**src/dcache_pkg.sv**
```systemverilog
package dcache_pkg;

    localparam int WORD_W         = 32;
    localparam int ADDR_W         = 32;
    localparam int WORDS_PER_LINE = 4;
    localparam int LINE_W         = WORD_W * WORDS_PER_LINE;    // 128
    localparam int STRB_W         = WORD_W / 8;
    localparam int NUM_WAYS       = 2;                          // one lru bit per set
    localparam int OFFSET_W       = $clog2(WORDS_PER_LINE * STRB_W);

    typedef logic [WORD_W-1:0] word_t;
    typedef logic [ADDR_W-1:0] addr_t;
    typedef logic [LINE_W-1:0] line_t;     // word 0 in the low bits
    typedef logic [STRB_W-1:0] strb_t;
    typedef logic [$clog2(NUM_WAYS)-1:0] way_t;

    // miss handling runs WB_* only for a dirty victim
    typedef enum logic [2:0] {
        IDLE,
        LOOKUP,
        WB_REQ,
        WB_WAIT,
        RF_REQ,
        RF_WAIT,
        RF_DONE
    } ctrl_state_t;

    function automatic int index_w(input int num_sets);
        return $clog2(num_sets);
    endfunction

    function automatic int tag_w(input int num_sets);
        return ADDR_W - OFFSET_W - $clog2(num_sets);
    endfunction

endpackage
```
**src/dcache_ifs.sv**
```systemverilog
`timescale 1ns/1ps

interface cpu_req_if;
    logic              valid;
    logic              op;      // 1 for store
    dcache_pkg::addr_t addr;
    dcache_pkg::word_t wdata;
    dcache_pkg::strb_t wstrb;
    logic              done;    // held request finished

    modport driver (output valid, op, addr, wdata, wstrb, input done);
    modport consumer (input valid, op, addr, wdata, wstrb, output done);
endinterface


```
**src/req_stage.sv**
```systemverilog
`timescale 1ns/1ps

module req_stage #(
    parameter int NUM_SETS = 64
) (
    input  logic              clk,
    input  logic              reset,
    input  logic              req_valid,
    input  logic              req_op,
    input  dcache_pkg::addr_t req_addr,
    input  dcache_pkg::word_t req_wdata,
    input  dcache_pkg::strb_t req_wstrb,
    output logic              req_ready,
    cpu_req_if.driver         cpu
);
    localparam int TAG_W = dcache_pkg::tag_w(NUM_SETS);
    localparam int IDX_W = dcache_pkg::index_w(NUM_SETS);
    localparam int SEL_W = $clog2(dcache_pkg::WORDS_PER_LINE);

    logic              held;
    logic              op_q;
    logic [TAG_W-1:0]  tag_q;
    logic [IDX_W-1:0]  index_q;
    logic [SEL_W-1:0]  sel_q;     // word within line
    dcache_pkg::word_t wdata_q;
    dcache_pkg::strb_t wstrb_q;
    logic              accept;

    assign req_ready = !held;
    assign accept    = req_valid && req_ready;

    always_ff @(posedge clk) begin
        if (reset) begin
            held <= 1'b0;
        end else if (accept) begin
            held <= 1'b1;
        end else if (cpu.done) begin
            held <= 1'b0;
        end
    end

    always_ff @(posedge clk) begin
        if (accept) begin
            op_q    <= req_op;
            tag_q   <= req_addr[dcache_pkg::ADDR_W-1 -: TAG_W];
            index_q <= req_addr[dcache_pkg::OFFSET_W +: IDX_W];
            sel_q   <= req_addr[dcache_pkg::OFFSET_W-1 -: SEL_W];
            wdata_q <= req_wdata;
            wstrb_q <= req_wstrb;
        end
    end

    // word aligned toward the controller
    assign cpu.valid = held;
    assign cpu.op    = op_q;
    assign cpu.addr  = {tag_q, index_q, sel_q, 2'b00};
    assign cpu.wdata = wdata_q;
    assign cpu.wstrb = wstrb_q;

endmodule

```
**src/flat_wrapper.sv**
```systemverilog
// flat-port wrapper written by rule: the top's interface ports become plain ports
module req_stage_flat 
#(
    parameter int NUM_SETS = 64
)
  (clk, reset, req_valid, req_op, req_addr, req_wdata, req_wstrb, req_ready, cpu_valid, cpu_op, cpu_addr, cpu_wdata, cpu_wstrb, cpu_done);
  cpu_req_if cpu_i ();
  input  logic clk;
  input  logic reset;
  input  logic req_valid;
  input  logic req_op;
  input  dcache_pkg::addr_t req_addr;
  input  dcache_pkg::word_t req_wdata;
  input  dcache_pkg::strb_t req_wstrb;
  output logic req_ready;
  output wire logic [$bits(cpu_i.valid)-1:0] cpu_valid;
  output wire logic [$bits(cpu_i.op)-1:0] cpu_op;
  output wire logic [$bits(cpu_i.addr)-1:0] cpu_addr;
  output wire logic [$bits(cpu_i.wdata)-1:0] cpu_wdata;
  output wire logic [$bits(cpu_i.wstrb)-1:0] cpu_wstrb;
  input wire logic [$bits(cpu_i.done)-1:0] cpu_done;
  assign cpu_valid = cpu_i.valid;
  assign cpu_op = cpu_i.op;
  assign cpu_addr = cpu_i.addr;
  assign cpu_wdata = cpu_i.wdata;
  assign cpu_wstrb = cpu_i.wstrb;
  assign cpu_i.done = cpu_done;
  req_stage #(.NUM_SETS(NUM_SETS)) u_core (.clk(clk), .reset(reset), .req_valid(req_valid), .req_op(req_op), .req_addr(req_addr), .req_wdata(req_wdata), .req_wstrb(req_wstrb), .req_ready(req_ready), .cpu(cpu_i));
endmodule
```
**config.mk**
```make
export PLATFORM = sky130hd
export DESIGN_NAME = req_stage_flat
export DESIGN_NICKNAME = d
export VERILOG_FILES = /design/src/dcache_pkg.sv /design/src/dcache_ifs.sv /design/src/req_stage.sv /design/src/flat_wrapper.sv
export SDC_FILE = /design/constraint.sdc
export NUM_CORES = 1
export LEC_CHECK = 0
export ABC_AREA = 1
export ABC_CLOCK_PERIOD_IN_PS = 2450
export BUFFER_PORTS_ARGS = -buffer_cell sky130_fd_sc_hd__buf_2
export CORE_MARGIN = 3
export CORE_UTILIZATION = 42
export CTS_BUF_LIST = sky130_fd_sc_hd__clkbuf_8
export CTS_CLUSTER_DIAMETER = 80
export DETAILED_ROUTE_END_ITERATION = 8
export GPL_TIMING_DRIVEN = 0
export PLACE_DENSITY = 0.81
export SKIP_CTS_REPAIR_TIMING = 1
export SKIP_LAST_GASP = 1
export SYNTH_ARGS = -nofsm -noshare
export SYNTH_HDL_FRONTEND = slang
export SYNTH_SLANG_ARGS = --single-unit
```
**constraint.sdc**
```tcl
create_clock -name clk -period 2.45 [get_ports clk]
set_input_delay 0.49 -clock clk [delete_from_list [all_inputs] [get_ports clk]]
set_output_delay 0.49 -clock clk [all_outputs]
set_load 0.03 [all_outputs]
```
# Yosys cells after proc, flatten, opt, wreduce, memory -nomap -nowiden
# Index checks and enable logic that the tools add are counted.
# Widths: inputs -> output; s select.
# word_totals
output_inout_bits,71
word_cells,12
inputBits,73
register_bits,68
# classes
n_mux,2
reduce_logical,3
# ops
cell,count
$mux 1,2
$reduce_bool 2->1,1
$logic_and 1x1->1,1
$logic_not 1->1,1

# Logic depth before layout (Yosys ltp)
# Gate-level depths: netlist of run 1.
# logic_depth
ltp_word,3
depth_mapped,3
mapped_depth_nobuf,3

# Worst setup path after synthesis of run 1
# OpenSTA, ideal clock, no wires.
# synth_timing
kind,register to register
from,register u_core.held (netlist: u_core.cpu.valid)
to,register u_core.op_q (netlist: u_core.cpu.op) (enable)
synth_period_minus_slack_ns,2.417
path_stages_with_launch,4
path_buffers,0
arrival_ns,1.996
setup_ns,0.421
required_ns,2.029
setup_slack_ns,0.033
path_cell_list,dfxtp_1 inv_2 nand2_2 inv_1
# synth_via
elab_chain_len,2
# synth_lines
element,line_no,text
from (decl),req_stage.sv:20,logic held;
from (signal assigned),req_stage.sv:34,held <= 1'b0;
from (signal assigned),req_stage.sv:36,held <= 1'b1;
from (signal assigned),req_stage.sv:38,held <= 1'b0;
$logic_not 1->1,req_stage.sv:29,assign req_ready = !held;
named net req_ready,flat_wrapper.sv:15,output logic req_ready;
$logic_and 1x1->1,req_stage.sv:30,assign accept = req_valid && req_ready;
named net u_core.accept,req_stage.sv:27,logic accept;
to (signal assigned),req_stage.sv:44,op_q <= req_op;
to (decl),req_stage.sv:21,logic op_q;
# The timed path passes the listed nets, and every way through them passes these cells.
# A chain may end at the register's enable or synchronous reset.

# Worst setup path in the final report of run 1
# layout_timing
from,register u_core.held (netlist: u_core.cpu.valid)
to,register u_core.tag_q[20] (enable)
# layout_via
elab_chain_len,2
# layout_lines
element,line_no,text
$logic_not 1->1,req_stage.sv:29,
$logic_and 1x1->1,req_stage.sv:30,
named net u_core.accept,req_stage.sv:27,
to (signal assigned),req_stage.sv:45,tag_q <= req_addr[dcache_pkg::ADDR_W-1 -: TAG_W];
to (decl),req_stage.sv:22,logic [TAG_W-1:0] tag_q;
# The timed path passes the listed nets, and every way through them passes these cells.

==> results of run 1 <==
[critical path, stage by stage, from the launching register on]
cell	delay, ns
dfxtp_1	0.33
inv_2	0.07
nand2_2	0.06
inv_2	0.49
buf_12	0.30
[registers in the layout, indices dropped and copies added (netlist names)]
register          cells
u_core.sel_q          2
u_core.tag_q         22
u_core.cpu.valid      1
u_core.cpu.wdata     32
u_core.index_q        6
u_core.cpu.wstrb      4
u_core.cpu.op         1
[worst paths after layout]
path	to	slack, ns	cells past startpoint
hold / removal	u_core.cpu.valid$_SDFFE_PP0P_	0.33	2
hold reg to reg	u_core.cpu.valid$_SDFFE_PP0P_	0.51	2
setup / recovery	u_core.tag_q[20]$_DFFE_PP_	0.88	4
setup reg to reg	u_core.tag_q[20]$_DFFE_PP_	0.88	4
[report_power, final]
| part | internal, W | total [W] | switching, W |
|---|---|---|---|
| clock | 0.000569 | 0.000961 | 0.000392 |
| combinational | 0.0000910 | 0.000306 | 0.000215 |
| sequential | 0.00136 | 0.00138 | 0.0000163 |
[area by class of cell]
cell class / count / area, µm² / share of cell area
Tap cell: 65 / 81.3 / 0.0263
Clock buffer: 9 / 124 / 0.0400
Timing Repair Buffer: 140 / 716 / 0.231
Multi-Input combinational cell: 5 / 26.3 / 0.00848
Inverter: 3 / 11.3 / 0.00363
Sequential cell: 68 / 2030 / 0.656
Buffer: 2 / 15.0 / 0.00485
Clock inverter: 7 / 92.6 / 0.0299
[cell families after synthesis]
family          after synthesis  synth area share
other cells                   1           0.00180
simple gates                  2           0.00481
compound gates                1           0.00421
flops                        68             0.977
buf+inv                       5            0.0126
[cell usage in the layout (no fill, tap or decap)]
| cell type | netlist | layout |
|---|---|---|
| clkinvlp_4 | 0 | 1 |
| clkinv_1 | 0 | 1 |
| dfxtp_1 | 1 | 1 |
| edfxtp_1 | 67 | 67 |
| clkinv_4 | 0 | 2 |
| buf_12 | 0 | 1 |
| nand2_2 | 1 | 1 |
| buf_4 | 2 | 2 |
| conb_1 | 1 | 2 |
| clkbuf_8 | 0 | 9 |
| inv_2 | 1 | 2 |
| a21oi_2 | 1 | 1 |
| inv_1 | 2 | 2 |
| nand2_1 | 1 | 1 |
| bufinv_16 | 0 | 2 |
| buf_2 | 0 | 139 |
[layer usage]
metal | vias to the layer above | routed length (µm) | share of wire | track usage
met3 | 12 | 425 | 0.090 | 0.0697
li1 | 598 | - | - | -
met1 | 593 | 1590 | 0.34 | 0.152
met2 | 83 | 2590 | 0.55 | 0.309
met5 | - | 0 | 0 | 0
met4 | 0 | 127 | 0.027 | 0.0960
[per-stage QoR]
stage	hold WS (ns)	instances	power, W	setup TNS [ns]	worst slack [ns]
CTS	0.308	299	0.00268	0	0.859
finish	0.328	299	0.00265	0	0.879
detailed placement	0.501	283	0.00172	0	0.669
floorplan	0.552	78	0.00159	0	0.0332
global placement	0.485	282	0.00170	-21.07	-0.316
global route	0.308	299	0.00274	0	0.752
==> results.cfg, run 1 <==
[synthesis]
synth.top_cell.area_share = 0.967
yosysMostFrequentCell = edfxtp_1
synth-seq-cells = 68
synthFlopType = edfxtp_1
syn_avg_cell_area_um2 = 27.0
synth_common_cells = edfxtp_1 (67), buf_4 (2), inv_1 (2)
syn-instance-count = 77
synth_area_leaders = edfxtp_1 (97%), dfxtp_1 (0.96%), buf_4 (0.72%), a21oi_2 (0.42%), inv_1 (0.36%)
yosys_warnings = 0
synth_area_um2 = 2080
synthArstFlopShare = 0
ys_seq_area_frac = 0.977
synth_top_cell_by_area = edfxtp_1
synth-edff-count = 67
synth_cell_type_count = 9

[drt]
drc = 0
vias = 1286
drt-initial-drc-count = 84
firstDrtPassIters = 4
routed_wirelength_um = 4730
via_per_inst = 4.30
wire_per_inst_um = 15.8
ant_nets = 0

[grt]
grt_start_max_net_pins = 38
antenna_found_initial = 0
grt_pass1_wl_um = 7090
overflow = 0
grt_usage = 0.168
grt_pass1_vias = 1386

[layout]
design_area_um2 = 3100
finish.utilization = 0.679
fin_nets = 302
syn2layout_area_growth_pct = 48.9
final_layout_size_suffix_gt1_frac = 0.684
fill_cells = 323
n_antenna_cell = 0

[die]
dieArea_um2 = 5830
io_pins = 144
placementRows = 24
start_util = 0.456
chipHeight_um = 76.4
coreArea_um2 = 4560
die_width_um = 76.4

[worst_setup_path]
cp.arrival_ns = 1.59
crit_type = reg -> reg
regToRegStartpoint = u_core.cpu.valid$_SDFFE_PP0P_
cp.required_ns = 2.47
path_max_fanout = 37
end_kind = flop
worst_setup_path_start_kind = flop
crit_path_start = u_core.cpu.valid$_SDFFE_PP0P_

[flow_run]
drv_cap = 0

[clocking]
clock_path_buffers = 2
clk_latency_ns = 0.32
numCtsBuffers = 9
cts_tree = done
clk_pin_slew_ns = 0.07
cts-root-buf = clkbuf_8
h-tree-depth = 3
clock_sinks = 68

[timing]
maxSlewHeadroom = 0.562
drv_slew = 0
fin_crit_sh = 0.641
finalCriticalPeriod_ns = 1.57
grt_setup_unrepaired = false
fin_skew_ns = 0.00662
hold_viol = 0
finalSetupViolCount = 0
fmax_ghz = 0.637
worstMarginPinSlew_ns = 0.656

[outcome]
outcome = finished, final reports clean

[power]
cellPowerDensity_nw_per_um2 = 855
ir_drop_mv = 0.507
p_leak_nw = 1.35

[placement]
finalWeightedCongestion = 0.706
io_buffers = 139
place_hpwl_um = 3740
place_area_um2 = 2880

[min_path]
hold_path.class = in -> reg
min_from = reset
Power figures use the tool's default switching activity.
==> inputs of run 2 (changes only) <==
--- a/config.mk
+++ b/config.mk
@@ -6,15 +6,15 @@
 export NUM_CORES = 1
 export LEC_CHECK = 0
 export ABC_AREA = 1
-export ABC_CLOCK_PERIOD_IN_PS = 2450
+export ABC_CLOCK_PERIOD_IN_PS = 1300
 export BUFFER_PORTS_ARGS = -buffer_cell sky130_fd_sc_hd__buf_2
 export CORE_MARGIN = 3
-export CORE_UTILIZATION = 42
+export CORE_UTILIZATION = 38
 export CTS_BUF_LIST = sky130_fd_sc_hd__clkbuf_8
 export CTS_CLUSTER_DIAMETER = 80
 export DETAILED_ROUTE_END_ITERATION = 8
 export GPL_TIMING_DRIVEN = 0
-export PLACE_DENSITY = 0.81
+export PLACE_DENSITY = 0.78
 export SKIP_CTS_REPAIR_TIMING = 1
 export SKIP_LAST_GASP = 1
 export SYNTH_ARGS = -nofsm -noshare
==> constraint.sdc (replaced) <==
create_clock -name clk -period 1.3 [get_ports clk]
set_input_delay 0.26 -clock clk [delete_from_list [all_inputs] [get_ports clk]]
set_output_delay 0.26 -clock clk [all_outputs]
set_load 0.03 [all_outputs]
==> run 2 against run 1 <==
Global-route usage shrank 2.3 points. Utilization down 7.8 points. Clock skew rose by 0.0018 ns. Clock-buffer cell count did not move. Design area increased by 0.85%. Non-clock buffer count increased by 1. Combinational power increased by 92%. Sequential power rose by 88%. Highest routed layer unchanged.
==> results.cfg, run 2 (synthesized netlist as in run 1, its figures left out) <==
[timing]
finalSetupViolCount = 0
fin_skew_ns = 0.00844
tns_ns = 0
finalCriticalPeriod_ns = 1.20
drv_slew = 0
hold_viol = 0
worst_slack_ns = 0.104
fmax_ghz = 0.836
fin_crit_sh = 0.920
grt_setup_unrepaired = false

[layout]
final_layout_size_suffix_gt1_frac = 0.689
design_area_um2 = 3120
final_cell_mix = buf_2 (139), edfxtp_1 (67), clkbuf_8 (9)
syn2layout_area_growth_pct = 50.2
largest_register_ffs = 32
fill_cells = 390
final_common_cell = buf_2
fin_nets = 304
n_antenna_cell = 0

[grt]
grt_pass1_vias = 1306
antenna_found_initial = 0
grt_pass1_wl_um = 6420
overflow = 0
grt_usage = 0.145
grt_start_max_net_pins = 68

[drt]
drt-initial-drc-count = 47
routed_wirelength_um = 4630
wire_per_inst_um = 15.2
via_per_inst = 4.21
drc = 0
firstDrtPassIters = 4
vias = 1284
ant_nets = 0

[die]
io_pins = 144
placementRows = 26
start_util = 0.400
coreArea_um2 = 5200
dieArea_um2 = 6400
die_width_um = 80.0
chipHeight_um = 80.0

[outcome]
outcome = finished, final reports clean

[placement]
place_area_um2 = 2890
finalWeightedCongestion = 0.743
place_hpwl_um = 3460
io_buffers = 139
place_ws_ns = -0.881

[power]
p_switching_w = 0.00115
internal_power_w = 0.00380
pwr-share-seq = 0.525
switching_share = 0.233
p_clk_frac = 0.356
comb_power_share = 0.119
p_leak_nw = 1.35
cellPowerDensity_nw_per_um2 = 1590
ir_drop_mv = 0.911

[worst_setup_path]
end_kind = output pin
reg2reg_slack_ns = 0.12
cp.required_ns = 1.04
crit_type = reg -> out
cp_cell_sequence = buf_2
path_max_fanout = 1
crit_slowest_cell = edfxtp_1
max_stage_delay_ns = 0.41
cp.arrival_ns = 0.94
crit_buf_inv = 1
worst_setup_path_start_kind = flop
critical-path-top-delay-family = flip-flops

[clocking]
clock_sinks = 68
clock_path_buffers = 2
clk_latency_ns = 0.33
numCtsBuffers = 9
h-tree-depth = 3
cts-root-buf = clkbuf_8
clk_pin_slew_ns = 0.07
cts_tree = done

[flow_run]
drv_cap = 0

[min_path]
hold_path.class = in -> reg
## run 2: changes by cell type in the layout (fill, tap and decap cells not counted), sizes merged
| cell | previous run | this run |
|---|---|---|
| clkinvlp | 1 | 3 |
| buf | 142 | 143 |
| inv | 4 | 2 |
## run 2: cell type report
class,instances,area [µm²],area share
Sequential cell,68,2040,0.652
Timing Repair inverter,1,7.51,0.00240
Inverter,3,20.0,0.00641
Clock buffer,9,124,0.0396
Clock inverter,6,80.1,0.0256
Buffer,2,15.0,0.00481
Multi-Input combinational cell,5,31.3,0.0100
Tap cell,70,87.6,0.0280
Timing Repair Buffer,141,723,0.231
## run 2: worst reg2reg max path, delay by kind of cell (launching register included)
kind | cells | cell delay (ns)
AND/OR/NAND/NOR | 1 | 0.09
flip-flops | 1 | 0.37
buffers and inverters | 2 | 0.37
## run 2: through the flow
stage               hold WS [ns]  power (W)  std cells   util
floorplan                  0.313    0.00299         78      -
global placement           0.414    0.00322        287  0.554
detailed placement         0.424    0.00323        287  0.554
CTS                       0.0654    0.00500        302  0.594
global route              0.0762    0.00515        305  0.600
finish                    0.0954    0.00495        305  0.600
## run 2: power by group through the flow
stage / logic [W] / registers (W) / clock network, W
global placement: 0.000567 / 0.00265 / 0
CTS: 0.000578 / 0.00261 / 0.00182
detailed placement: 0.000578 / 0.00265 / 0
global route: 0.000625 / 0.00261 / 0.00191
floorplan: 0.0000698 / 0.00292 / 0
finish: 0.000589 / 0.00260 / 0.00176
## run 2: worst paths after layout
kind	start	cells after the start	endpoint
min	reset	2	u_core.cpu.valid$_SDFFE_PP0P_
min reg2reg	u_core.cpu.valid$_SDFFE_PP0P_	2	u_core.cpu.valid$_SDFFE_PP0P_
max reg2reg	u_core.cpu.valid$_SDFFE_PP0P_	3	u_core.cpu.wdata[13]$_DFFE_PP_
max	u_core.cpu.wdata[24]$_DFFE_PP_	1	cpu_wdata[24]
## run 2: routing by layer
metal	vias to the layer above	track usage	part of all wire	routed length, µm
met4	0	0.0929	0.025	114
met3	10	0.0858	0.13	620
li1	603	-	-	-
met1	584	0.133	0.31	1430
met2	87	0.240	0.53	2470
met5	-	0	0	0
