<file path="src/dcache_pkg.sv">
package dcache_pkg;

    localparam int WORD_W         = 32;
    localparam int ADDR_W         = 32;
    localparam int WORDS_PER_LINE = 4;
    localparam int LINE_W         = WORD_W * WORDS_PER_LINE;    // 128
    localparam int STRB_W         = WORD_W / 8;
    localparam int NUM_WAYS       = 2;                          // one lru bit per set
    localparam int OFFSET_W       = $clog2(WORDS_PER_LINE * STRB_W);

    typedef logic [WORD_W-1:0] word_t;
    typedef logic [ADDR_W-1:0] addr_t;
    typedef logic [LINE_W-1:0] line_t;     // word 0 in the low bits
    typedef logic [STRB_W-1:0] strb_t;
    typedef logic [$clog2(NUM_WAYS)-1:0] way_t;

    // miss handling runs WB_* only for a dirty victim
    typedef enum logic [2:0] {
        IDLE,
        LOOKUP,
        WB_REQ,
        WB_WAIT,
        RF_REQ,
        RF_WAIT,
        RF_DONE
    } ctrl_state_t;

    function automatic int index_w(input int num_sets);
        return $clog2(num_sets);
    endfunction

    function automatic int tag_w(input int num_sets);
        return ADDR_W - OFFSET_W - $clog2(num_sets);
    endfunction

endpackage
</file>
<file path="src/dcache_ifs.sv">
`timescale 1ns/1ps

interface cpu_req_if;
    logic              valid;
    logic              op;      // 1 for store
    dcache_pkg::addr_t addr;
    dcache_pkg::word_t wdata;
    dcache_pkg::strb_t wstrb;
    logic              done;    // held request finished

    modport driver (output valid, op, addr, wdata, wstrb, input done);
    modport consumer (input valid, op, addr, wdata, wstrb, output done);
endinterface

interface array_if #(
    parameter int NUM_SETS = 64
);
    localparam int TAG_W = dcache_pkg::tag_w(NUM_SETS);
    localparam int IDX_W = dcache_pkg::index_w(NUM_SETS);
    localparam int SEL_W = $clog2(dcache_pkg::WORDS_PER_LINE);

    // read port
    logic                              rd_en;
    logic [IDX_W-1:0]                  rd_index;
    logic [TAG_W-1:0]                  rd_tag [dcache_pkg::NUM_WAYS];
    logic [dcache_pkg::NUM_WAYS-1:0]   rd_valid;
    logic [dcache_pkg::NUM_WAYS-1:0]   rd_dirty;
    dcache_pkg::line_t                 rd_line [dcache_pkg::NUM_WAYS];
    dcache_pkg::way_t                  rd_lru;

    // write port, shared by refill and store
    dcache_pkg::way_t                  wr_way;
    logic [IDX_W-1:0]                  wr_index;
    logic                              line_we;
    logic [TAG_W-1:0]                  wr_tag;
    dcache_pkg::line_t                 wr_line;
    logic                              word_we;
    logic [SEL_W-1:0]                  wr_word_sel;
    dcache_pkg::word_t                 wr_word;
    logic                              lru_we;
    dcache_pkg::way_t                  lru_way;   // way just used

    modport ctrl (
        output rd_en, rd_index, wr_way, wr_index, line_we, wr_tag, wr_line,
        output word_we, wr_word_sel, wr_word, lru_we, lru_way,
        input  rd_tag, rd_valid, rd_dirty, rd_line, rd_lru
    );

    modport array (
        input  rd_en, rd_index, wr_way, wr_index, line_we, wr_tag, wr_line,
        input  word_we, wr_word_sel, wr_word, lru_we, lru_way,
        output rd_tag, rd_valid, rd_dirty, rd_line, rd_lru
    );
endinterface

</file>
<file path="src/cache_ctrl.sv">
`timescale 1ns/1ps

module cache_ctrl #(
    parameter int NUM_SETS = 64
) (
    input  logic              clk,
    input  logic              reset,
    cpu_req_if.consumer       cpu,
    array_if.ctrl             arr,
    output logic              start_wb,
    output logic              start_rf,
    output dcache_pkg::addr_t victim_addr,
    output dcache_pkg::line_t victim_line,
    output dcache_pkg::addr_t refill_addr,
    input  logic              wb_done,
    input  logic              rf_done,
    input  dcache_pkg::line_t rf_line,
    output logic              resp_valid,
    output dcache_pkg::word_t resp_rdata
);
    localparam int TAG_W = dcache_pkg::tag_w(NUM_SETS);
    localparam int IDX_W = dcache_pkg::index_w(NUM_SETS);
    localparam int SEL_W = $clog2(dcache_pkg::WORDS_PER_LINE);
    localparam int OFF_W = dcache_pkg::OFFSET_W;

    dcache_pkg::ctrl_state_t         state;
    dcache_pkg::ctrl_state_t         state_next;
    logic [TAG_W-1:0]                req_tag;
    logic [IDX_W-1:0]                req_index;
    logic [SEL_W-1:0]                req_sel;
    logic [dcache_pkg::NUM_WAYS-1:0] hit;
    dcache_pkg::way_t                hit_way;
    dcache_pkg::way_t                pick_way;
    dcache_pkg::way_t                victim_way;
    dcache_pkg::word_t               old_word;
    dcache_pkg::word_t               merged_word;
    logic                            finish;

    assign req_tag   = cpu.addr[dcache_pkg::ADDR_W-1 -: TAG_W];
    assign req_index = cpu.addr[OFF_W +: IDX_W];
    assign req_sel   = cpu.addr[OFF_W-1 -: SEL_W];

    always_comb begin
        for (int w = 0; w < dcache_pkg::NUM_WAYS; w++) begin
            hit[w] = arr.rd_valid[w] && (arr.rd_tag[w] == req_tag);
        end
    end

    assign hit_way = hit[1];
    assign finish  = (state == dcache_pkg::LOOKUP) && (|hit);

    // empty way first, else the lru way
    assign pick_way = !arr.rd_valid[0] ? 1'b0 :
                      !arr.rd_valid[1] ? 1'b1 : arr.rd_lru;

    assign old_word = arr.rd_line[hit_way][req_sel*dcache_pkg::WORD_W +: dcache_pkg::WORD_W];

    always_comb begin
        for (int b = 0; b < dcache_pkg::STRB_W; b++) begin
            merged_word[b*8 +: 8] = cpu.wstrb[b] ? cpu.wdata[b*8 +: 8] : old_word[b*8 +: 8];
        end
    end

    always_comb begin
        state_next = state;
        case (state)
            dcache_pkg::IDLE:    if (cpu.valid) state_next = dcache_pkg::LOOKUP;
            dcache_pkg::LOOKUP: begin
                if (|hit) begin
                    state_next = dcache_pkg::IDLE;
                end else if (arr.rd_dirty[pick_way]) begin
                    state_next = dcache_pkg::WB_REQ;
                end else begin
                    state_next = dcache_pkg::RF_REQ;
                end
            end
            dcache_pkg::WB_REQ:  state_next = dcache_pkg::WB_WAIT;
            dcache_pkg::WB_WAIT: if (wb_done) state_next = dcache_pkg::RF_REQ;
            dcache_pkg::RF_REQ:  state_next = dcache_pkg::RF_WAIT;
            dcache_pkg::RF_WAIT: if (rf_done) state_next = dcache_pkg::RF_DONE;
            dcache_pkg::RF_DONE: state_next = dcache_pkg::LOOKUP;   // reread refilled set
            default:             state_next = dcache_pkg::IDLE;
        endcase
    end

    always_ff @(posedge clk) begin
        if (reset) begin
            state      <= dcache_pkg::IDLE;
            victim_way <= '0;
            resp_valid <= 1'b0;
        end else begin
            state      <= state_next;
            resp_valid <= finish && !cpu.op;
            if (state == dcache_pkg::LOOKUP && !(|hit)) begin
                victim_way <= pick_way;
            end
        end
    end

    always_ff @(posedge clk) begin
        if (finish) begin
            resp_rdata <= old_word;
        end
    end

    assign cpu.done = finish;

    // array side
    assign arr.rd_en       = (state == dcache_pkg::IDLE && cpu.valid) ||
                             (state == dcache_pkg::RF_DONE);
    assign arr.rd_index    = req_index;
    assign arr.wr_index    = req_index;
    assign arr.wr_way      = (state == dcache_pkg::RF_WAIT) ? victim_way : hit_way;
    assign arr.line_we     = (state == dcache_pkg::RF_WAIT) && rf_done;
    assign arr.wr_tag      = req_tag;
    assign arr.wr_line     = rf_line;
    assign arr.word_we     = finish && cpu.op;
    assign arr.wr_word_sel = req_sel;
    assign arr.wr_word     = merged_word;
    assign arr.lru_we      = finish;
    assign arr.lru_way     = hit_way;

    // memory side, victim read data still held from the lookup
    assign start_wb    = (state == dcache_pkg::WB_REQ);
    assign start_rf    = (state == dcache_pkg::RF_REQ);
    assign victim_addr = {arr.rd_tag[victim_way], req_index, {OFF_W{1'b0}}};
    assign victim_line = arr.rd_line[victim_way];
    assign refill_addr = {req_tag, req_index, {OFF_W{1'b0}}};

endmodule

</file>
<file path="src/flat_wrapper.sv">
// flat-port wrapper written by rule: the top's interface ports become plain ports
module cache_ctrl_flat 
#(
    parameter int NUM_SETS = 64
)
  (clk, reset, start_wb, start_rf, victim_addr, victim_line, refill_addr, wb_done, rf_done, rf_line, resp_valid, resp_rdata, cpu_valid, cpu_op, cpu_addr, cpu_wdata, cpu_wstrb, cpu_done, arr_rd_en, arr_rd_index, arr_wr_way, arr_wr_index, arr_line_we, arr_wr_tag, arr_wr_line, arr_word_we, arr_wr_word_sel, arr_wr_word, arr_lru_we, arr_lru_way, arr_rd_tag, arr_rd_valid, arr_rd_dirty, arr_rd_line, arr_rd_lru);
  cpu_req_if cpu_i ();
  array_if #(.NUM_SETS(NUM_SETS)) arr_i ();
  input  logic clk;
  input  logic reset;
  output logic start_wb;
  output logic start_rf;
  output dcache_pkg::addr_t victim_addr;
  output dcache_pkg::line_t victim_line;
  output dcache_pkg::addr_t refill_addr;
  input  logic wb_done;
  input  logic rf_done;
  input  dcache_pkg::line_t rf_line;
  output logic resp_valid;
  output dcache_pkg::word_t resp_rdata;
  input wire logic [$bits(cpu_i.valid)-1:0] cpu_valid;
  input wire logic [$bits(cpu_i.op)-1:0] cpu_op;
  input wire logic [$bits(cpu_i.addr)-1:0] cpu_addr;
  input wire logic [$bits(cpu_i.wdata)-1:0] cpu_wdata;
  input wire logic [$bits(cpu_i.wstrb)-1:0] cpu_wstrb;
  output wire logic [$bits(cpu_i.done)-1:0] cpu_done;
  output wire logic [$bits(arr_i.rd_en)-1:0] arr_rd_en;
  output wire logic [$bits(arr_i.rd_index)-1:0] arr_rd_index;
  output wire logic [$bits(arr_i.wr_way)-1:0] arr_wr_way;
  output wire logic [$bits(arr_i.wr_index)-1:0] arr_wr_index;
  output wire logic [$bits(arr_i.line_we)-1:0] arr_line_we;
  output wire logic [$bits(arr_i.wr_tag)-1:0] arr_wr_tag;
  output wire logic [$bits(arr_i.wr_line)-1:0] arr_wr_line;
  output wire logic [$bits(arr_i.word_we)-1:0] arr_word_we;
  output wire logic [$bits(arr_i.wr_word_sel)-1:0] arr_wr_word_sel;
  output wire logic [$bits(arr_i.wr_word)-1:0] arr_wr_word;
  output wire logic [$bits(arr_i.lru_we)-1:0] arr_lru_we;
  output wire logic [$bits(arr_i.lru_way)-1:0] arr_lru_way;
  input wire logic [$bits(arr_i.rd_tag)-1:0] arr_rd_tag;
  input wire logic [$bits(arr_i.rd_valid)-1:0] arr_rd_valid;
  input wire logic [$bits(arr_i.rd_dirty)-1:0] arr_rd_dirty;
  input wire logic [$bits(arr_i.rd_line)-1:0] arr_rd_line;
  input wire logic [$bits(arr_i.rd_lru)-1:0] arr_rd_lru;
  assign cpu_i.valid = cpu_valid;
  assign cpu_i.op = cpu_op;
  assign cpu_i.addr = cpu_addr;
  assign cpu_i.wdata = cpu_wdata;
  assign cpu_i.wstrb = cpu_wstrb;
  assign cpu_done = cpu_i.done;
  assign arr_rd_en = arr_i.rd_en;
  assign arr_rd_index = arr_i.rd_index;
  assign arr_wr_way = arr_i.wr_way;
  assign arr_wr_index = arr_i.wr_index;
  assign arr_line_we = arr_i.line_we;
  assign arr_wr_tag = arr_i.wr_tag;
  assign arr_wr_line = arr_i.wr_line;
  assign arr_word_we = arr_i.word_we;
  assign arr_wr_word_sel = arr_i.wr_word_sel;
  assign arr_wr_word = arr_i.wr_word;
  assign arr_lru_we = arr_i.lru_we;
  assign arr_lru_way = arr_i.lru_way;
  assign arr_i.rd_tag = {>>{arr_rd_tag}};
  assign arr_i.rd_valid = arr_rd_valid;
  assign arr_i.rd_dirty = arr_rd_dirty;
  assign arr_i.rd_line = {>>{arr_rd_line}};
  assign arr_i.rd_lru = arr_rd_lru;
  cache_ctrl #(.NUM_SETS(NUM_SETS)) u_core (.clk(clk), .reset(reset), .cpu(cpu_i), .arr(arr_i), .start_wb(start_wb), .start_rf(start_rf), .victim_addr(victim_addr), .victim_line(victim_line), .refill_addr(refill_addr), .wb_done(wb_done), .rf_done(rf_done), .rf_line(rf_line), .resp_valid(resp_valid), .resp_rdata(resp_rdata));
endmodule
</file>
<file path="config.mk">
export PLATFORM = sky130hd
export DESIGN_NAME = cache_ctrl_flat
export DESIGN_NICKNAME = d
export VERILOG_FILES = /design/src/dcache_pkg.sv /design/src/dcache_ifs.sv /design/src/cache_ctrl.sv /design/src/flat_wrapper.sv
export SDC_FILE = /design/constraint.sdc
export NUM_CORES = 1
export LEC_CHECK = 0
export ABC_CLOCK_PERIOD_IN_PS = 6700
export BUFFER_PORTS_ARGS = -buffer_cell sky130_fd_sc_hd__buf_4
export CAP_MARGIN = 10
export CORE_AREA = 10 10 352 354
export CTS_CLUSTER_SIZE = 12
export DETAILED_ROUTE_END_ITERATION = 10
export DIE_AREA = 0 0 362 364
export SYNTH_ARGS = -nofsm -noshare
export SYNTH_HDL_FRONTEND = slang
export SYNTH_SLANG_ARGS = --single-unit
</file>
<file path="constraint.sdc">
create_clock -name clk -period 6.7 [get_ports clk]
set_input_delay 1.34 -clock clk [delete_from_list [all_inputs] [get_ports clk]]
set_output_delay 1.34 -clock clk [all_outputs]
set_load 0.01 [all_outputs]
</file>
After elaboration in Yosys (flattened, before gate mapping)
Cells that the tools add are included.

Flip-flop bits (word level): 37. Input bits: 507. Output and inout port bits: 430. Logic and storage cells: 59.

Magnitude comparators: 3. Eq/ne operators: 11. Shift operators: 1. Mux-type cells: 24. Bitwise operators: 2. Reduce and logical (&&, ||, !) cells: 14.

Operators with widths (number): $mux W128 (6); $shiftx A128 B8 Y32 (1); $mux W22 (3); $eq A22 B22 Y1 (2); $mux W8 (4); $pmux W3 S7 (1); $mux W3 (5); $eq A3 B3 Y1 const B (3); $logic_and A1 B1 Y1 (8); $eq A3 B2 Y1 const B (2); $ne A2 B2 Y1 const B (3); $mux W1 (5); $ge A2 B2 Y1 const B (2); $not A1 Y2 (2); $eq A3 B1 Y1 const B (1); $logic_not A3 Y1 (1); $reduce_and A3 Y1 (1); $logic_not A1 Y1 (2); $lt A1 B2 Y1 const B (1); $reduce_or A2 Y1 (1); $logic_or A1 B1 Y1 (1).

Logic depth before layout (Yosys ltp)
Depth in word-level cells: 8. Depth in mapped cells: 7. Mapped depth without buffers: 6.

Worst setup path before layout
OpenSTA, ideal clock, no wires.

Path type: in2out. Start: input arr_rd_tag[17]. End: output arr_word_we. Arrival: 4.401 ns. Required time: 5.360 ns. Slack: 0.959 ns. Stages on the path: 6. Buffers on the path: 0. Cell sequence: xor2_1 -> or4b_1 -> nor4_2 -> a22oi_2 -> nor2_1 -> and2_1.

Longest elaborated chain between the ends: 5.

Ends and longest elaborated chain: start, declared (line flat_wrapper.sv:39) `input wire logic [$bits(arr_i.rd_tag)-1:0] arr_rd_tag;`; $eq A22 B22 Y1 (line cache_ctrl.sv:45) `hit[w] = arr.rd_valid[w] && (arr.rd_tag[w] == req_tag);`; $logic_and A1 B1 Y1 (line cache_ctrl.sv:45); $reduce_or A2 Y1 (line cache_ctrl.sv:50) `assign finish = (state == dcache_pkg::LOOKUP) && (|hit);`; $logic_and A1 B1 Y1 (line cache_ctrl.sv:50); net arr_lru_we (line flat_wrapper.sv:37) `output wire logic [$bits(arr_i.lru_we)-1:0] arr_lru_we;`; $logic_and A1 B1 Y1 (line cache_ctrl.sv:117) `assign arr.word_we = finish && cpu.op;`; end, declared (line flat_wrapper.sv:34) `output wire logic [$bits(arr_i.word_we)-1:0] arr_word_we;`.

The timed path passes the listed nets, and every way through them passes these cells.

Worst setup path after layout
Start: input arr_rd_tag[3]. End: output arr_wr_word[6].

Longest elaborated chain between the ends: 8.

Ends and longest elaborated chain: $eq A22 B22 Y1 (line cache_ctrl.sv:45); $logic_and A1 B1 Y1 (line cache_ctrl.sv:45); $not A1 Y2 (not written as such) (line cache_ctrl.sv:56) `assign old_word = arr.rd_line[hit_way][req_sel*dcache_pkg::WORD_W +: dcache_pkg::WORD_W];`; $mux W128 (not written as such) (3 in series) (line cache_ctrl.sv:56); $shiftx A128 B8 Y32 (line cache_ctrl.sv:56); net u_core.old_word[6] (line cache_ctrl.sv:35) `dcache_pkg::word_t old_word;`; $mux W8 (line cache_ctrl.sv:60) `merged_word[b*8 +: 8] = cpu.wstrb[b] ? cpu.wdata[b*8 +: 8] : old_word[b*8 +: 8];`; end, declared (line flat_wrapper.sv:36) `output wire logic [$bits(arr_i.wr_word)-1:0] arr_wr_word;`.

The timed path passes the listed nets, and every way through them passes these cells. The select of a mux whose other input is x is not followed.

==> impl_metrics.yaml <==
sta:
  rsz0062_at_grt: "no"
  drv_slew: 0
  final_hold_viol_count: 0
  finClkSkew_ps: 34.2
  tns_ps: 0
  slew_headroom: 0.379
  finalSetupViolations: 0
  min_period_over_period: 0.845
  min_period_ps: 5660
  worstMarginPinSlew_ps: 931
  fmax_ghz: 0.177
detailed_routing:
  drtPass1Iterations: 5
  vias: 7614
  drc: 0
  drt-total-wl_um: 89300
  wl_per_cell_um: 33.9
  vias_per_cell: 2.89
  drtAntennaViolNets: 0
  dr.first_iter.drc_count: 529
critical_path:
  critPathMostFrequentCell: "buf_4"
  crit_path_max_incr_delay_ps: 480
  path_cells: "buf_4 -> xnor2_1 -> nand4_1 -> nor4_2 -> nand2_4 -> buf_4 -> mux2_4 -> mux2_2 -> buf_4"
  worstPathRequired_ps: 5360
  critical_path_class: "in -> out"
  cp_num_buf_inv: 3
  worstSetupStartpointType: "input port"
  arrival_ps: 4320
  cp-end-kind: "output port"
  critPathMaxFanout: 27
  slowest_stage: "xnor2_1"
  cp_top_family: "simple AND/OR/NAND/NOR gates"
clock_tree:
  worstSkewPairLatency_ps: 380
  cts_made_buffers: 5
  cts.sink_count: 37
  cts_tree: "done"
  cts-root-buf: "clkbuf_16"
  htree_levels: 2
  cts_max_path_buffers: 2
  post_cts_buffers: 0
  ctsHoldBuffers: 0
  path_clk_slew_ps: 80
  cts_resized: 0
power:
  ir_worst_vdd_mv: 0.104
  p_leak_nw: 5.18
  p_switching_uw: 936
  power_frac_comb: 0.663
  swShare: 0.452
  seq_power_share: 0.146
  powerDensity_mw_per_mm2: 161
  p_int_mw: 1.13
  clkPwrFrac: 0.191
floorplanning:
  rows: 126
  dieHeight_um: 364
  core_sq_mm: 0.117
  start_util: 0.0645
  num_io_pins: 937
  dieArea_sq_mm: 0.132
  dieWidth_um: 362
cells_and_area:
  fillCellCount: 13500
  regArea_sq_mm: 0.00106
  syn2layout_area_growth_pct: 70.8
  drive_gt1_frac: 0.870
  design_area_sq_mm: 0.0129
  layout.nets: 1592
  multi_input_area_sq_mm: 0.00478
global_route:
  grt_usage: 0.128
  grt_start_max_net_pins: 73
  antenna_found_initial: 36
  grt_overflow: 0
  first_global_vias: 8068
  grt_pass1_wl_um: 106000
synth:
  synth_warnings: 0
  mappedNetlistArea_sq_mm: 0.00755
  syn_inst: 670
  synth.yosys.seq_area_share: 0.141
  synth_top_area_frac: 0.277
  yosysTopAreaCell: "mux2_2"
  ys_types: 37
  synth-seq-cells: 37
  synthTopCellsByArea: "mux2_2, buf_4, mux4_2"
  syn_area_per_cell_sq_um: 11.3
outcome:
  status: "complete, no violations"
placement:
  numPortBuffers: 640
  place_area_sq_mm: 0.0127
  dp_hpwl_um: 81800
  gp_congestion: 0.860
run:
  cap_viol_max_count: 0
worst_hold_path:
  min_path_type: "reg -> reg"
state kept, by name (all words and copies together) (netlist names):
register,cells
u_core.resp_rdata,32
u_core.resp_valid,1
u_core.state,3
u_core.victim_way,1
per-stage QoR:
step / hold WS (ps) / worst slack, ps / power (mW) / instances / utilization
global route: 718 / 906 / 2.20 / 2624 / 0.110
finish: 667 / 1040 / 2.07 / 2631 / 0.110
floorplan: 685 / 959 / 0.946 / 677 / -
detailed placement: 653 / 1050 / 1.73 / 2614 / 0.108
CTS: 667 / 1050 / 2.17 / 2622 / 0.110
global placement: 652 / 1040 / 1.73 / 2614 / 0.108
power groups by stage:
stage	Combinational, mW	Sequential (mW)	Clock, mW
after global placement	1.42	0.308	0
after CTS	1.43	0.303	0.440
final	1.37	0.303	0.395
after detailed placement	1.42	0.309	0
after global routing	1.46	0.308	0.435
after floorplan	0.679	0.266	0
path summary, 6_finish.rpt:
check | startpoint | endpoint | depth (start not counted) | slack, ps
setup reg to reg | u_core.state[0] | u_core.resp_rdata[17] | 4 | 4090
setup / recovery | arr_rd_tag[3] | arr_wr_word[6] | 9 | 1040
hold / removal | u_core.state[0] | u_core.state[2] | 2 | 670
hold reg to reg | u_core.state[0] | u_core.state[2] | 2 | 670
worst reg2reg max path, delay by kind of cell (launching register included):
family / cells / cell delay [ps]
and+or+nand+nor: 3 / 1060
buffers and inverters: 1 / 620
DFF: 1 / 500
cell type report:
| type | instances | area share |
|---|---|---|
| Tap cell | 1536 | 0.149 |
| Sequential cell | 37 | 0.0826 |
| Timing Repair Buffer | 649 | 0.380 |
| Clock inverter | 3 | 0.00534 |
| Inverter | 3 | 0.000873 |
| Multi-Input combinational cell | 389 | 0.371 |
| Clock buffer | 5 | 0.00970 |
| Antenna cell | 9 | 0.00175 |
cell families (layout without fill, tap and decap cells):
group | Yosys count | count (layout) | synth area share
AO/OA/AOI/OAI | 10 | 10 | 0.00945
XOR/XNOR | 45 | 45 | 0.0522
buffers and inverters | 251 | 660 | 0.232
flip-flops | 37 | 37 | 0.141
multiplexers | 281 | 281 | 0.529
other | 1 | 17 | 0.000497
AND/OR/NAND/NOR | 45 | 45 | 0.0361
Yosys cell counts, drive strengths merged:
cell	instances
a21oi	2
a221oi	1
a22oi	1
a31oi	2
and2	2
and3	1
buf	221
clkbuf	27
conb	1
dfxtp	5
edfxtp	32
inv	3
mux2	216
mux2i	1
mux4	64
nand2	7
nand3	3
nand4	12
nand4b	1
nor2	5
nor2b	2
nor3	3
nor3b	1
nor4	6
o21ai	3
o22ai	1
or4b	1
or4bb	1
xnor2	38
xor2	7
metal layers:
layer / global-route usage / routed length, um / share of wire / vias up
met5: 0 / 223 / 0.0025 / -
met4: 0.0184 / 873 / 0.0098 / 34
met3: 0.0836 / 12900 / 0.14 / 64
met2: 0.191 / 38200 / 0.43 / 647
met1: 0.155 / 37100 / 0.42 / 3747
li1: - / - / - / 3122
cell usage in the layout (no fill, tap or decap), drive strengths merged, types with 2 or more instances in the layout:
| cell | synthesis | routed |
|---|---|---|
| nor2 | 5 | 5 |
| a21oi | 2 | 2 |
| nor2b | 2 | 2 |
| diode | 0 | 9 |
| nor4 | 6 | 6 |
| a31oi | 2 | 2 |
| mux4 | 64 | 64 |
| nand3 | 3 | 3 |
| nand4 | 12 | 12 |
| and2 | 2 | 2 |
| buf | 221 | 649 |
| clkbuf | 27 | 5 |
| o21ai | 3 | 3 |
| nor3 | 3 | 3 |
| xor2 | 7 | 7 |
| edfxtp | 32 | 32 |
| conb | 1 | 8 |
| inv | 3 | 4 |
| bufinv | 0 | 2 |
| nand2 | 7 | 7 |
| dfxtp | 5 | 5 |
| mux2 | 216 | 216 |
| xnor2 | 38 | 38 |
Note: power is estimated with default switching activity, not from simulation.
